**src/logic/dsi_tx_pkg.sv**
```systemverilog
package dsi_tx_pkg;

  typedef logic [31:0] word_t;
  typedef logic [15:0] half_t;
  typedef logic [15:0] crc_t;
  typedef logic [23:0] header_t;   // {word count, data id}
  typedef logic [7:0]  ecc_t;
  typedef logic [7:0]  data_id_t;
  typedef logic [15:0] count_t;
  typedef logic [2:0]  lanes_t;    // 1 to 4
  typedef logic [3:0]  strobe_t;

  typedef enum logic [1:0] {
    pkt_vss,
    pkt_hss,
    pkt_pixel_line
  } pkt_kind_t;

  typedef enum logic [3:0] {
    idle,
    send_vss,
    wait_vss,
    send_hss_vsa,
    wait_vsa,
    send_hss_vbp,
    wait_vbp,
    send_hss_act,
    wait_hbp,
    send_line,
    wait_hfp,
    send_hss_vfp,
    wait_vfp
  } seq_state_t;

  localparam data_id_t id_vss   = 8'h01;
  localparam data_id_t id_hss   = 8'h21;
  localparam data_id_t id_pps24 = 8'h3e;   // packed pixel stream, 24 bit

  localparam int fifo_depth = 4;

endpackage

```
**src/logic/dsi_word_if.sv**
```systemverilog
`timescale 1ns/1ps

interface dsi_word_if;

  dsi_tx_pkg::word_t data;
  logic              half;    // only the low 2 bytes are meaningful
  logic              valid;
  logic              ready;

  modport source (
    output data, half, valid,
    input  ready
  );

  modport sink (
    input  data, half, valid,
    output ready
  );

endinterface

```
**src/logic/dsi_ecc.sv**
```systemverilog
`timescale 1ns/1ps

module dsi_ecc (
  input  dsi_tx_pkg::header_t header,
  output dsi_tx_pkg::ecc_t    ecc
);

  // header bits covered by each parity bit
  localparam logic [23:0] parity_mask [6] = '{
    24'hf12cb7,
    24'hf2555b,
    24'h749a6d,
    24'hb8e38e,
    24'hdf03f0,
    24'heffc00
  };

  always_comb
  begin
    ecc = '0;                 // bits 7:6 stay zero
    for (int i = 0; i < 6; i++)
      ecc[i] = ^(header & parity_mask[i]);
  end

endmodule

```
**src/logic/dsi_crc16.sv**
```systemverilog
`timescale 1ns/1ps

module dsi_crc16 (
  input  logic              clk,
  input  logic              rst_n,
  input  logic              clear,
  input  logic              update,
  input  dsi_tx_pkg::word_t data,
  output dsi_tx_pkg::crc_t  crc
);

  // bit serial, lsb first, so byte 0 is folded in before byte 1
  function automatic dsi_tx_pkg::crc_t fold_word(dsi_tx_pkg::crc_t c, dsi_tx_pkg::word_t d);
    dsi_tx_pkg::crc_t r;
    r = c;
    for (int i = 0; i < 32; i++)
    begin
      if (r[0] ^ d[i])
        r = (r >> 1) ^ 16'h8408;
      else
        r = r >> 1;
    end
    return r;
  endfunction

  always_ff @(posedge clk or negedge rst_n)
  begin
    if (!rst_n)
      crc <= 16'hffff;
    else if (clear)
      crc <= 16'hffff;
    else if (update)
      crc <= fold_word(crc, data);
  end

endmodule

```
**src/logic/dsi_frame_sequencer.sv**
```systemverilog
`timescale 1ns/1ps

module dsi_frame_sequencer #(
  parameter int blank_time = 6,
  parameter int hbp_time   = 3,
  parameter int vsa_lines  = 1,
  parameter int vbp_lines  = 1,
  parameter int act_lines  = 1,
  parameter int vfp_lines  = 1
) (
  input  logic                  clk,
  input  logic                  rst_n,
  input  logic                  enable,
  input  logic                  line_ready,
  output logic                  pkt_valid,
  output dsi_tx_pkg::pkt_kind_t pkt_kind,
  input  logic                  pkt_done
);

  dsi_tx_pkg::seq_state_t state;
  dsi_tx_pkg::seq_state_t state_next;
  dsi_tx_pkg::count_t     blank_cnt;
  dsi_tx_pkg::count_t     line_cnt;
  logic                   in_wait;
  logic                   wait_done;
  logic                   last_line;

  assign wait_done = in_wait && (blank_cnt == '0);
  assign last_line = (line_cnt == '0);

  always_comb
  begin
    pkt_valid = 1'b0;
    pkt_kind  = dsi_tx_pkg::pkt_hss;
    in_wait   = 1'b0;
    case (state)
      dsi_tx_pkg::idle:
        in_wait = 1'b0;
      dsi_tx_pkg::send_vss:
      begin
        pkt_valid = 1'b1;
        pkt_kind  = dsi_tx_pkg::pkt_vss;
      end
      dsi_tx_pkg::send_hss_vsa, dsi_tx_pkg::send_hss_vbp,
      dsi_tx_pkg::send_hss_act, dsi_tx_pkg::send_hss_vfp:
        pkt_valid = 1'b1;
      dsi_tx_pkg::send_line:
      begin
        pkt_valid = 1'b1;
        pkt_kind  = dsi_tx_pkg::pkt_pixel_line;
      end
      default:
        in_wait = 1'b1;           // every other state is a blanking wait
    endcase
  end

  always_comb
  begin
    state_next = state;
    case (state)
      dsi_tx_pkg::idle:
        if (enable && line_ready)
          state_next = dsi_tx_pkg::send_vss;
      dsi_tx_pkg::send_vss:
        if (pkt_done)
          state_next = dsi_tx_pkg::wait_vss;
      dsi_tx_pkg::wait_vss:
        if (wait_done)
          state_next = dsi_tx_pkg::send_hss_vsa;
      dsi_tx_pkg::send_hss_vsa:
        if (pkt_done)
          state_next = dsi_tx_pkg::wait_vsa;
      dsi_tx_pkg::wait_vsa:
        if (wait_done)
          state_next = last_line ? dsi_tx_pkg::send_hss_vbp : dsi_tx_pkg::send_hss_vsa;
      dsi_tx_pkg::send_hss_vbp:
        if (pkt_done)
          state_next = dsi_tx_pkg::wait_vbp;
      dsi_tx_pkg::wait_vbp:
        if (wait_done)
          state_next = last_line ? dsi_tx_pkg::send_hss_act : dsi_tx_pkg::send_hss_vbp;
      dsi_tx_pkg::send_hss_act:
        if (pkt_done)
          state_next = dsi_tx_pkg::wait_hbp;
      dsi_tx_pkg::wait_hbp:
        if (wait_done)
          state_next = dsi_tx_pkg::send_line;
      dsi_tx_pkg::send_line:
        if (pkt_done)
          state_next = dsi_tx_pkg::wait_hfp;
      dsi_tx_pkg::wait_hfp:
        if (wait_done)
          state_next = last_line ? dsi_tx_pkg::send_hss_vfp : dsi_tx_pkg::send_hss_act;
      dsi_tx_pkg::send_hss_vfp:
        if (pkt_done)
          state_next = dsi_tx_pkg::wait_vfp;
      dsi_tx_pkg::wait_vfp:
        if (wait_done)
          state_next = last_line ? dsi_tx_pkg::idle : dsi_tx_pkg::send_hss_vfp;
      default:
        state_next = dsi_tx_pkg::idle;
    endcase
  end

  always_ff @(posedge clk or negedge rst_n)
  begin
    if (!rst_n)
      state <= dsi_tx_pkg::idle;
    else
      state <= state_next;
  end

  always_ff @(posedge clk or negedge rst_n)
  begin
    if (!rst_n)
      blank_cnt <= '0;
    else if (state != state_next)
      blank_cnt <= (state_next == dsi_tx_pkg::wait_hbp) ? dsi_tx_pkg::count_t'(hbp_time - 1)
                                                        : dsi_tx_pkg::count_t'(blank_time - 1);
    else if (blank_cnt != '0)
      blank_cnt <= blank_cnt - 1'b1;
  end

  // lines left in the current group, reloaded when the group changes
  always_ff @(posedge clk or negedge rst_n)
  begin
    if (!rst_n)
      line_cnt <= '0;
    else if (wait_done)
    begin
      case (state)
        dsi_tx_pkg::wait_vss:
          line_cnt <= dsi_tx_pkg::count_t'(vsa_lines - 1);
        dsi_tx_pkg::wait_vsa:
          line_cnt <= last_line ? dsi_tx_pkg::count_t'(vbp_lines - 1) : line_cnt - 1'b1;
        dsi_tx_pkg::wait_vbp:
          line_cnt <= last_line ? dsi_tx_pkg::count_t'(act_lines - 1) : line_cnt - 1'b1;
        dsi_tx_pkg::wait_hfp:
          line_cnt <= last_line ? dsi_tx_pkg::count_t'(vfp_lines - 1) : line_cnt - 1'b1;
        dsi_tx_pkg::wait_vfp:
          line_cnt <= last_line ? line_cnt : line_cnt - 1'b1;
        default:
          line_cnt <= line_cnt;   // hbp wait is mid-line
      endcase
    end
  end

  assert property (@(posedge clk) disable iff (!rst_n) pkt_done |-> pkt_valid);

endmodule

```
**src/logic/dsi_packet_builder.sv**
```systemverilog
`timescale 1ns/1ps

module dsi_packet_builder #(
  parameter int bytes_per_line = 8
) (
  input  logic                  clk,
  input  logic                  rst_n,
  input  logic                  pkt_valid,
  input  dsi_tx_pkg::pkt_kind_t pkt_kind,
  output logic                  pkt_done,
  input  dsi_tx_pkg::word_t     pix_data,
  input  logic                  pix_valid,
  output logic                  pix_ready,
  dsi_word_if.source            out
);

  typedef enum logic [1:0] {ph_header, ph_payload, ph_crc} phase_t;

  phase_t               phase;
  dsi_tx_pkg::data_id_t data_id;
  dsi_tx_pkg::count_t   word_count;
  dsi_tx_pkg::header_t  header;
  dsi_tx_pkg::ecc_t     ecc;
  dsi_tx_pkg::crc_t     crc;
  dsi_tx_pkg::count_t   words_left;
  logic                 is_line;
  logic                 out_fire;
  logic                 pix_fire;
  logic                 crc_clear;

  assign is_line    = (pkt_kind == dsi_tx_pkg::pkt_pixel_line);
  assign data_id    = (pkt_kind == dsi_tx_pkg::pkt_vss) ? dsi_tx_pkg::id_vss :
                      is_line ? dsi_tx_pkg::id_pps24 : dsi_tx_pkg::id_hss;
  assign word_count = is_line ? dsi_tx_pkg::count_t'(bytes_per_line) : '0;
  assign header     = {word_count, data_id};

  assign out_fire  = out.valid && out.ready;
  assign pix_fire  = pix_valid && pix_ready;
  assign crc_clear = out_fire && (phase == ph_header) && is_line;
  assign pkt_done  = out_fire && ((phase == ph_crc) || ((phase == ph_header) && !is_line));

  dsi_ecc i_ecc (
    .header (header),
    .ecc    (ecc)
  );

  dsi_crc16 i_crc16 (
    .clk    (clk),
    .rst_n  (rst_n),
    .clear  (crc_clear),
    .update (pix_fire),
    .data   (pix_data),
    .crc    (crc)
  );

  always_comb
  begin
    out.valid = 1'b0;
    out.half  = 1'b0;
    out.data  = {ecc, header};
    pix_ready = 1'b0;
    case (phase)
      ph_header:
        out.valid = pkt_valid;
      ph_payload:
      begin
        out.valid = pix_valid;      // pixels pass straight through
        out.data  = pix_data;
        pix_ready = out.ready;
      end
      default:
      begin
        out.valid = 1'b1;
        out.half  = 1'b1;
        out.data  = {dsi_tx_pkg::half_t'(0), crc};
      end
    endcase
  end

  always_ff @(posedge clk or negedge rst_n)
  begin
    if (!rst_n)
    begin
      phase      <= ph_header;
      words_left <= '0;
    end
    else if (out_fire)
    begin
      case (phase)
        ph_header:
          if (is_line)
          begin
            phase      <= ph_payload;
            words_left <= dsi_tx_pkg::count_t'(bytes_per_line / 4);
          end
        ph_payload:
        begin
          words_left <= words_left - 1'b1;
          if (words_left == dsi_tx_pkg::count_t'(1))
            phase <= ph_crc;
        end
        default:
          phase <= ph_header;
      endcase
    end
  end

  // pixels are only pulled while the sequencer asks for a line
  assert property (@(posedge clk) disable iff (!rst_n)
    pix_ready |-> pkt_valid && is_line);

endmodule

```
**src/logic/dsi_stream_fifo.sv**
```systemverilog
`timescale 1ns/1ps

module dsi_stream_fifo #(
  parameter int depth = dsi_tx_pkg::fifo_depth
) (
  input logic        clk,
  input logic        rst_n,
  dsi_word_if.sink   wr,
  dsi_word_if.source rd
);

  localparam int ptr_w = $clog2(depth);

  logic [32:0]      mem [depth];   // {half, data}
  logic [ptr_w-1:0] wr_ptr;
  logic [ptr_w-1:0] rd_ptr;
  logic [ptr_w:0]   count;
  logic             wr_fire;
  logic             rd_fire;

  assign wr.ready = (count != (ptr_w + 1)'(depth));
  assign rd.valid = (count != '0);
  assign {rd.half, rd.data} = mem[rd_ptr];   // show-ahead
  assign wr_fire  = wr.valid && wr.ready;
  assign rd_fire  = rd.valid && rd.ready;

  always_ff @(posedge clk)
  begin
    if (wr_fire)
      mem[wr_ptr] <= {wr.half, wr.data};
  end

  always_ff @(posedge clk or negedge rst_n)
  begin
    if (!rst_n)
    begin
      wr_ptr <= '0;
      rd_ptr <= '0;
      count  <= '0;
    end
    else
    begin
      if (wr_fire)
        wr_ptr <= (wr_ptr == ptr_w'(depth - 1)) ? '0 : wr_ptr + 1'b1;
      if (rd_fire)
        rd_ptr <= (rd_ptr == ptr_w'(depth - 1)) ? '0 : rd_ptr + 1'b1;
      case ({wr_fire, rd_fire})
        2'b10:   count <= count + 1'b1;
        2'b01:   count <= count - 1'b1;
        default: count <= count;
      endcase
    end
  end

  // a stalled write holds its word
  assert property (@(posedge clk) disable iff (!rst_n)
    wr.valid && !wr.ready |=> wr.valid && $stable(wr.data) && $stable(wr.half));

endmodule

```
**src/logic/dsi_lane_repacker.sv**
```systemverilog
`timescale 1ns/1ps

module dsi_lane_repacker (
  input  logic                clk,
  input  logic                rst_n,
  dsi_word_if.sink            in,
  input  dsi_tx_pkg::lanes_t  lanes_number,
  output dsi_tx_pkg::word_t   phy_data,
  output dsi_tx_pkg::strobe_t phy_write,
  input  dsi_tx_pkg::strobe_t phy_full
);

  logic [63:0]       shift_reg;     // oldest byte in bits 7:0
  logic [3:0]        byte_cnt;
  logic [3:0]        lanes;
  logic [3:0]        in_bytes;
  logic [3:0]        out_bytes;
  logic [3:0]        keep_bytes;
  logic [3:0]        free_bytes;
  logic [4:0]        strobe_wide;
  logic              emit;
  logic              take;
  dsi_tx_pkg::word_t in_word;

  assign lanes = {1'b0, lanes_number};

  // full lane width, or flush the tail once the fifo runs dry
  assign emit = !(|phy_full) &&
                ((byte_cnt >= lanes) || ((byte_cnt != '0) && !in.valid));
  assign out_bytes  = !emit ? 4'd0 : ((byte_cnt >= lanes) ? lanes : byte_cnt);
  assign keep_bytes = byte_cnt - out_bytes;
  assign free_bytes = 4'd8 - keep_bytes;

  assign in.ready = (free_bytes >= 4'd4);
  assign take     = in.valid && in.ready;
  assign in_bytes = in.half ? 4'd2 : 4'd4;
  assign in_word  = in.half ? {16'h0, in.data[15:0]} : in.data;

  always_ff @(posedge clk or negedge rst_n)
  begin
    if (!rst_n)
    begin
      shift_reg <= '0;
      byte_cnt  <= '0;
    end
    else
    begin
      shift_reg <= (shift_reg >> {out_bytes, 3'b000}) |
                   (take ? ({32'h0, in_word} << {keep_bytes, 3'b000}) : 64'h0);
      byte_cnt  <= keep_bytes + (take ? in_bytes : 4'd0);
    end
  end

  assign strobe_wide = (5'd1 << out_bytes) - 5'd1;
  assign phy_write   = strobe_wide[3:0];
  assign phy_data    = shift_reg[31:0];

  // zero lanes would never drain
  assert property (@(posedge clk) disable iff (!rst_n)
    lanes_number >= 3'd1 && lanes_number <= 3'd4);

endmodule

```
**src/logic/dsi_tx_assembler.sv**
```systemverilog
`timescale 1ns/1ps

module dsi_tx_assembler #(
  parameter int bytes_per_line = 8,
  parameter int blank_time     = 6,
  parameter int hbp_time       = 3,
  parameter int vsa_lines      = 1,
  parameter int vbp_lines      = 1,
  parameter int act_lines      = 2,
  parameter int vfp_lines      = 1
) (
  input  logic                clk,
  input  logic                rst_n,
  input  dsi_tx_pkg::word_t   pix_data,
  input  logic                pix_valid,
  output logic                pix_ready,
  input  logic                line_ready,
  input  logic                enable,
  input  dsi_tx_pkg::lanes_t  lanes_number,
  output dsi_tx_pkg::word_t   phy_data,
  output dsi_tx_pkg::strobe_t phy_write,
  input  dsi_tx_pkg::strobe_t phy_full
);

  logic                  pkt_valid;
  dsi_tx_pkg::pkt_kind_t pkt_kind;
  logic                  pkt_done;

  dsi_word_if build_if ();   // builder to fifo
  dsi_word_if lane_if ();    // fifo to repacker

  dsi_frame_sequencer #(
    .blank_time (blank_time),
    .hbp_time   (hbp_time),
    .vsa_lines  (vsa_lines),
    .vbp_lines  (vbp_lines),
    .act_lines  (act_lines),
    .vfp_lines  (vfp_lines)
  ) i_sequencer (
    .clk        (clk),
    .rst_n      (rst_n),
    .enable     (enable),
    .line_ready (line_ready),
    .pkt_valid  (pkt_valid),
    .pkt_kind   (pkt_kind),
    .pkt_done   (pkt_done)
  );

  dsi_packet_builder #(
    .bytes_per_line (bytes_per_line)
  ) i_builder (
    .clk       (clk),
    .rst_n     (rst_n),
    .pkt_valid (pkt_valid),
    .pkt_kind  (pkt_kind),
    .pkt_done  (pkt_done),
    .pix_data  (pix_data),
    .pix_valid (pix_valid),
    .pix_ready (pix_ready),
    .out       (build_if.source)
  );

  dsi_stream_fifo #(
    .depth (dsi_tx_pkg::fifo_depth)
  ) i_fifo (
    .clk   (clk),
    .rst_n (rst_n),
    .wr    (build_if.sink),
    .rd    (lane_if.source)
  );

  dsi_lane_repacker i_repacker (
    .clk          (clk),
    .rst_n        (rst_n),
    .in           (lane_if.sink),
    .lanes_number (lanes_number),
    .phy_data     (phy_data),
    .phy_write    (phy_write),
    .phy_full     (phy_full)
  );

endmodule

```
**config.mk**
```make
export PLATFORM = sky130hd
export DESIGN_NAME = dsi_tx_assembler
export DESIGN_NICKNAME = d
export VERILOG_FILES = /design/src/logic/dsi_tx_pkg.sv /design/src/logic/dsi_word_if.sv /design/src/logic/dsi_ecc.sv /design/src/logic/dsi_crc16.sv /design/src/logic/dsi_frame_sequencer.sv /design/src/logic/dsi_packet_builder.sv /design/src/logic/dsi_stream_fifo.sv /design/src/logic/dsi_lane_repacker.sv /design/src/logic/dsi_tx_assembler.sv
export SDC_FILE = /design/constraint.sdc
export NUM_CORES = 1
export LEC_CHECK = 0
export ABC_AREA = 1
export BUFFER_PORTS_ARGS = -buffer_cell sky130_fd_sc_hd__clkbuf_2
export CAP_MARGIN = 20
export CORE_MARGIN = 2
export CORE_UTILIZATION = 51
export DETAILED_ROUTE_END_ITERATION = 16
export PLACE_DENSITY = 0.68
export SYNTH_ARGS = -nofsm -noshare
export SYNTH_HDL_FRONTEND = slang
export SYNTH_SLANG_ARGS = --single-unit
```
**constraint.sdc**
```tcl
create_clock -name clk -period 5.4 [get_ports clk]
set_input_delay 0.81 -clock clk [delete_from_list [all_inputs] [get_ports clk]]
set_output_delay 0.81 -clock clk [all_outputs]
set_load 0.05 [all_outputs]
```
# --- Word-level counts from Yosys, hierarchy flattened ---
# Memory sizes are Yosys's and may differ from the RTL's.
# Index checks and enable logic that the tools add are counted.
# Widths: inputs -> output; s select.
op_classes:
  n_addsub: 11
  magnitude_cmp: 2
  eq_ne: 26
  n_shift: 3
  mux: 147
  bitwise_logic: 65
  n_reduce_logical: 43
ops:
  columns: ["operator", "n"]
  rows:
  - ["$mux 16", 102]
  - ["$reduce_xor 24->1", 6]
  - ["$not 2->3", 32]
  - ["$mux 4", 19]
  - ["$mux 64", 1]
  - ["$or 64x64->64", 1]
  - ["$pmux 16 s4", 1]
  - ["$pmux 32 s2", 1]
  - ["$shl 32x7->64", 1]
  - ["$shr 64x7->64", 1]
  - ["$pmux 4 s13", 1]
  - ["$sub 16x1->16 const B", 3]
  - ["$logic_not 16->1", 2]
  - ["$mux 32", 1]
  - ["$pmux 16 s2", 1]
  - ["$xor 1x1->1", 32]
  - ["$eq 4x4->1 const B", 6]
  - ["$eq 16x1->1 const B", 1]
  - ["$eq 4x3->1 const B", 4]
  - ["$reduce_bool 16->1", 1]
  - ["$logic_and 1x1->1", 11]
  - ["$eq 2x2->1 const B", 5]
  - ["$mux 2", 5]
  - ["$mux 3", 3]
  - ["35 further kinds", 56]
word_totals:
  ff_bits: 145
  mem_bits_rw: 132
  out_inout_bits: 37
  n_memories: 1
memory_table:
  columns: ["name", "depth", "word_bits", "rd", "rd_ports_with_merged_regs", "write_ports", "line", "text"]
  rows:
  - ["i_fifo.mem", 4, 33, 1, 0, 1, "dsi_stream_fifo.sv:14", "logic [32:0] mem [depth];"]

# --- Longest topological paths before layout ---
depth:
  word_depth: 132
  mapped_depth: 25
  mapped_depth_nobuf: 23

# --- By module ---
# A second synthesis with hierarchy kept.
hier_totals:
  cells_unflattened: 2539
  area_unflattened_um2: 19636.3
modules_own_cells:
  columns: ["mod", "n_inst", "cells_each", "area_each_um2"]
  rows:
  - ["dsi_lane_repacker", 1, 890, 6054.6]
  - ["dsi_stream_fifo", 1, 444, 5881.9]
  - ["dsi_crc16", 1, 423, 2715.1]
  - ["dsi_frame_sequencer", 1, 333, 2444.8]
  - ["dsi_packet_builder", 1, 230, 1549.0]
  - ["dsi_ecc", 1, 219, 991.0]

# --- Least setup slack after synthesis ---
# OpenSTA, ideal clock, no wires.
synth_path:
  path_kind: "input to register"
  from: "input lanes_number[1]"
  to: "register i_fifo.count[2]"
  arrival_time_ns: 4.774
  t_required_ns: 5.276
  setup_slack_ns: 0.501
  stages: 22
  cell_sequence: "inv_1 > ha_1 > a21oi_1 > o211ai_2 > o21a_1 > nand2_1 > inv_2 > buf_2 > ha_1 > fa_1 > xnor2_1 > inv_2 > nor2_1 > o21ai_1 > nand3_1 > inv_2 > clkbuf_1 > ha_1 > fa_1 > a21oi_1 > o21ai_0 > xnor2_1"
synth_between:
  elab_chain_cells: 10
  word_cells_on_any_way: 13
  cone_classes: "add/sub (2); order compare (2); eq/ne (2); mux (3); reduce/logical (4)"
synth_lines:
  columns: ["item", "line", "text"]
  rows:
  - ["start: declaration", "dsi_tx_assembler.sv:19", "input dsi_tx_pkg::lanes_t lanes_number,"]
  - ["$ge 4x3->1", "dsi_lane_repacker.sv:29, dsi_lane_repacker.sv:30", null]
  - ["$logic_or 1x1->1", "dsi_lane_repacker.sv:29", "((byte_cnt >= lanes) || ((byte_cnt != '0) && !in.valid));"]
  - ["$logic_and 1x1->1", "dsi_lane_repacker.sv:28", "assign emit = !(|phy_full) &&"]
  - ["$mux 4 (*)", "dsi_lane_repacker.sv:30", "assign out_bytes = !emit ? 4'd0 : ((byte_cnt >= lanes) ? lanes : byte_cnt);"]
  - ["$sub 4x4->4 (*)", "dsi_lane_repacker.sv:31", "assign keep_bytes = byte_cnt - out_bytes;"]
  - ["$sub 4x4->4 (*)", "dsi_lane_repacker.sv:32", "assign free_bytes = 4'd8 - keep_bytes;"]
  - ["$ge 4x3->1 (*)", "dsi_lane_repacker.sv:34", "assign in.ready = (free_bytes >= 4'd4);"]
  - ["$logic_and 1x1->1 (*)", "dsi_stream_fifo.sv:25", "assign rd_fire = rd.valid && rd.ready;"]
  - ["named net i_fifo.rd_fire", "dsi_stream_fifo.sv:19", "logic rd_fire;"]
  - ["$eq 2x1->1 or $eq 2x2->1 (tied branches)", "dsi_stream_fifo.sv:47", "case ({wr_fire, rd_fire})"]
  - ["$pmux 3 s2 or $reduce_bool 2->1 (tied branches)", null, null]
  - ["end signal: assignment", "dsi_stream_fifo.sv:48", "2'b10: count <= count + 1'b1;"]
  - ["end signal: assignment", "dsi_stream_fifo.sv:49", "2'b01: count <= count - 1'b1;"]
  - ["end signal: assignment", "dsi_stream_fifo.sv:50", "default: count <= count;"]
  - ["end: declaration", "dsi_stream_fifo.sv:17", "logic [ptr_w:0] count;"]
# The timed path passes the listed nets; every way through them passes the cells marked *.
# A chain may end at the register's enable or synchronous reset.

# --- Final worst setup path ---
layout_path:
  from: "register i_repacker.byte_cnt[1]"
  to: "output phy_write[2]"
layout_between:
  elab_chain_cells: 7
  word_cells_on_any_way: 9
  cone_classes: "add/sub (1); order compare (1); shift (1); mux (2); reduce/logical (4)"
layout_lines:
  columns: ["item", "line", "text"]
  rows:
  - ["start: declaration", "dsi_lane_repacker.sv:14", "logic [3:0] byte_cnt;"]
  - ["start signal: assignment", "dsi_lane_repacker.sv:50", "byte_cnt <= keep_bytes + (take ? in_bytes : 4'd0);"]
  - ["branches (longest 4 deep; another with $ge 4x3->1)", null, null]
  - ["$mux 4 (*)", "dsi_lane_repacker.sv:30", null]
  - ["$shl 1x4->4 (*)", "dsi_lane_repacker.sv:54", "assign strobe_wide = (5'd1 << out_bytes) - 5'd1;"]
  - ["$sub 4x1->4 (*)", "dsi_lane_repacker.sv:54", null]
  - ["end: declaration", "dsi_tx_assembler.sv:21", "output dsi_tx_pkg::strobe_t phy_write,"]
# Mark *: on every way between the ends.

==> impl_metrics.tcl <==
set metrics [dict create \
    status "completed" \
    gp_congestion 0.941 \
    async_reset_ff_frac 0.523 \
    max_freq_mhz 226 \
    yosysUniqueCellTypes 57 \
    start_kind "flip-flop" \
    synth_edf_count 132 \
    slowest_delay_ps 420 \
    drcViolationCount 0 \
    hold_viol 0 \
    cts_buffer_depth 3 \
    netlist_area_sq_mm 0.0163 \
    synth_warnings 0 \
    rows 65 \
    critPathArrivalTime_ps 3620 \
    total_power_mw 13.0 \
    yosys-top-cells-count "526 x nand2_1, 181 x inv_1, 179 x nor2_1" \
    start_util 0.517 \
    maxCapViolations 0 \
    cts_root_buf "clkbuf_16" \
    worstPathRequired_ps 4590 \
    seq_area_frac_synth 0.467 \
    grt.total_usage 0.264 \
    die_area_sq_mm 0.0334 \
    maxSlewViolCount 0 \
    h-tree-depth 1 \
    wl_per_cell_microns 17.4 \
    cp_cell_sequence "ha_1 > a21oi_1 > o211ai_2 > o21a_1 > nand2_1 > nand2_2 > inv_2 > nand2_1 > ha_1 > xnor2_1 > buf_12" \
    syn_inst 2061 \
    cp_max_fo 12 \
    drt_iter0_drc 1422 \
    hp-class "input port to async pin" \
    ys.flop_type "edfxtp_1" \
    layout_min_cycle_time_ps 4430 \
    clk_latency_ps 570 \
    cts_setup_buffers 0 \
    diodes 0 \
    num-nets-final 2154 \
    finalSetupViolCount 0 \
    syn-mean-instance-area_sq_um 7.91 \
    num_vias 14200 \
    cts_buffers 31 \
    synth_seq_cells 277 \
    synth_top_cells_by_area "edfxtp_1 24%, dfrtp_1 20%, nand2_1 12%, nand3_1 4.4%, inv_1 4.2%" \
    via_per_inst 5.66 \
    period_share 0.820 \
    clk_pin_slew_ps 60 \
    hpwl_microns 30700 \
    cp_slowest_cell "dfrtp_1" \
    tightest_slew_ps 999 \
    irDropWorstVdd_mv 0.478 \
    syn_nets 2126 \
    grt_pass1_wl_microns 70100 \
    maxSlewHeadroom 0.334 \
    cts_tree "yes" \
    grt_pass1_vias 13400 \
    die_h_microns 183 \
    synth_top_area_share 0.243 \
    fillers 2859 \
    grt_setup_unrepaired "no" \
    drtAntennaViolNets 0 \
    finalClockSkew_ps 18.1 \
    r2r_slack_ps 1030 \
    largest_reg_flops 132 \
    die_w_microns 183 \
    path_class "flip-flop to output pin" \
    drt-total-wl_microns 43800 \
    tns_ps 0 \
    grt_overflow 0 \
    synth_top_area_cell "edfxtp_1" \
    grt_max_degree 69 \
    end_kind "output pin" \
    p_per_area_mw_per_mm2 721 \
    yosysMostFrequentCell "nand2_1" \
    antenna_found_initial 0 \
    area_growth_pct 10.8 \
    hold_buffers 0 \
    cellLeakagePower_nw 8.27 \
    firstDrtPassIters 5 \
    core_area_sq_mm 0.0316 \
    ctsResizeCount 0 \
    cts.sinks 277 \
    utilization 0.573 \
    io_buffer_count 80 \
    drive_above_1_share 0.137 \
    io_pins 81 \
]
[final timing paths]
check | startpoint | endpoint | cells after the start
max | i_repacker.byte_cnt[1]$_DFF_PN0_ | phy_write[2] | 11
min | rst_n | i_repacker.shift_reg[17]$_DFF_PN0_ | 1
max reg2reg | i_fifo.count[0]$_DFFE_PN0P_ | i_fifo.count[2]$_DFFE_PN0P_ | 18
min reg2reg | i_builder.words_left[10]$_DFFE_PN0P_ | i_builder.words_left[10]$_DFFE_PN0P_ | 1
max in group asynchronous | rst_n | i_builder.words_left[2]$_DFFE_PN0P_ | 2
min in group clk | i_builder.words_left[10]$_DFFE_PN0P_ | i_builder.words_left[10]$_DFFE_PN0P_ | 1
[stage by stage]
step                      std cells  setup slack (ps)  instance area (sq um)  hold WS, ps
after floorplan                2061               501                  16300          434
after global placement         2453               837                  16900          456
after detailed placement       2453               686                  16900          456
after CTS                      2511              1000                  18000          171
after global routing           2516               626                  18100          182
final                          2516               974                  18100          170
[layout by cell type, fill, tap and decap left out, types with 16 or more instances in the layout]
cell / synthesis / layout
nand2_2: 35 / 36
edfxtp_1: 132 / 132
o211ai_1: 17 / 17
o21ai_1: 82 / 82
inv_1: 181 / 180
dfstp_2: 16 / 16
nand2_1: 526 / 525
buf_4: 32 / 27
o21ai_0: 134 / 134
clkbuf_2: 0 / 77
dfrtp_1: 129 / 128
clkbuf_16: 0 / 31
nor2_1: 179 / 175
xor2_1: 31 / 31
inv_2: 35 / 36
o221ai_1: 19 / 19
xnor2_1: 19 / 19
ha_1: 18 / 18
nor3_1: 25 / 24
nand3_1: 143 / 143
a21oi_1: 51 / 51
o22ai_1: 45 / 45
[power breakdown]
part	switching, mW	internal [mW]
Clock	0.865	1.34
Sequential	0.413	3.07
Combinational	5.11	2.23
[per-layer routing]
metal | up-vias | track usage | part of all wire
met5 | - | 0 | 0
met1 | 6702 | 0.358 | 0.43
met2 | 510 | 0.438 | 0.48
met4 | 0 | 0.100 | 0.038
li1 | 6925 | - | -
met3 | 97 | 0.0300 | 0.060
[cells by family after synthesis]
kind of cell | count (synthesis) | share of synthesized area
AND/OR/NAND/NOR | 971 | 0.256
adder cells (fa/ha/maj) | 21 | 0.0175
multiplexers | 1 | 0.000691
AO/OA/AOI/OAI | 403 | 0.145
XOR/XNOR | 50 | 0.0269
flip-flops | 277 | 0.467
buffers and inverters | 338 | 0.0868
[area by class of cell]
| class | count | area [sq um] | share of cell area |
|---|---|---|---|
| clock inverters | 24 | 284 | 0.0157 |
| multi-input cells | 1446 | 7320 | 0.405 |
| inverters | 221 | 830 | 0.0459 |
| flip-flops and latches | 277 | 7610 | 0.421 |
| repair buffers | 112 | 733 | 0.0406 |
| well taps | 402 | 503 | 0.0278 |
| clock buffers | 34 | 787 | 0.0436 |
[worst max-delay path, delay by kind of cell, from the launching register on]
| kind | cells | cell delay (ps) |
|---|---|---|
| and+or+nand+nor | 3 | 660 |
| AOI/OAI and AO/OA | 3 | 600 |
| adders and majority gates | 2 | 580 |
| buffers and inverters | 2 | 500 |
| DFF | 1 | 420 |
| xor gates and xnor gates | 1 | 250 |
Power figures use the tool's default switching activity.
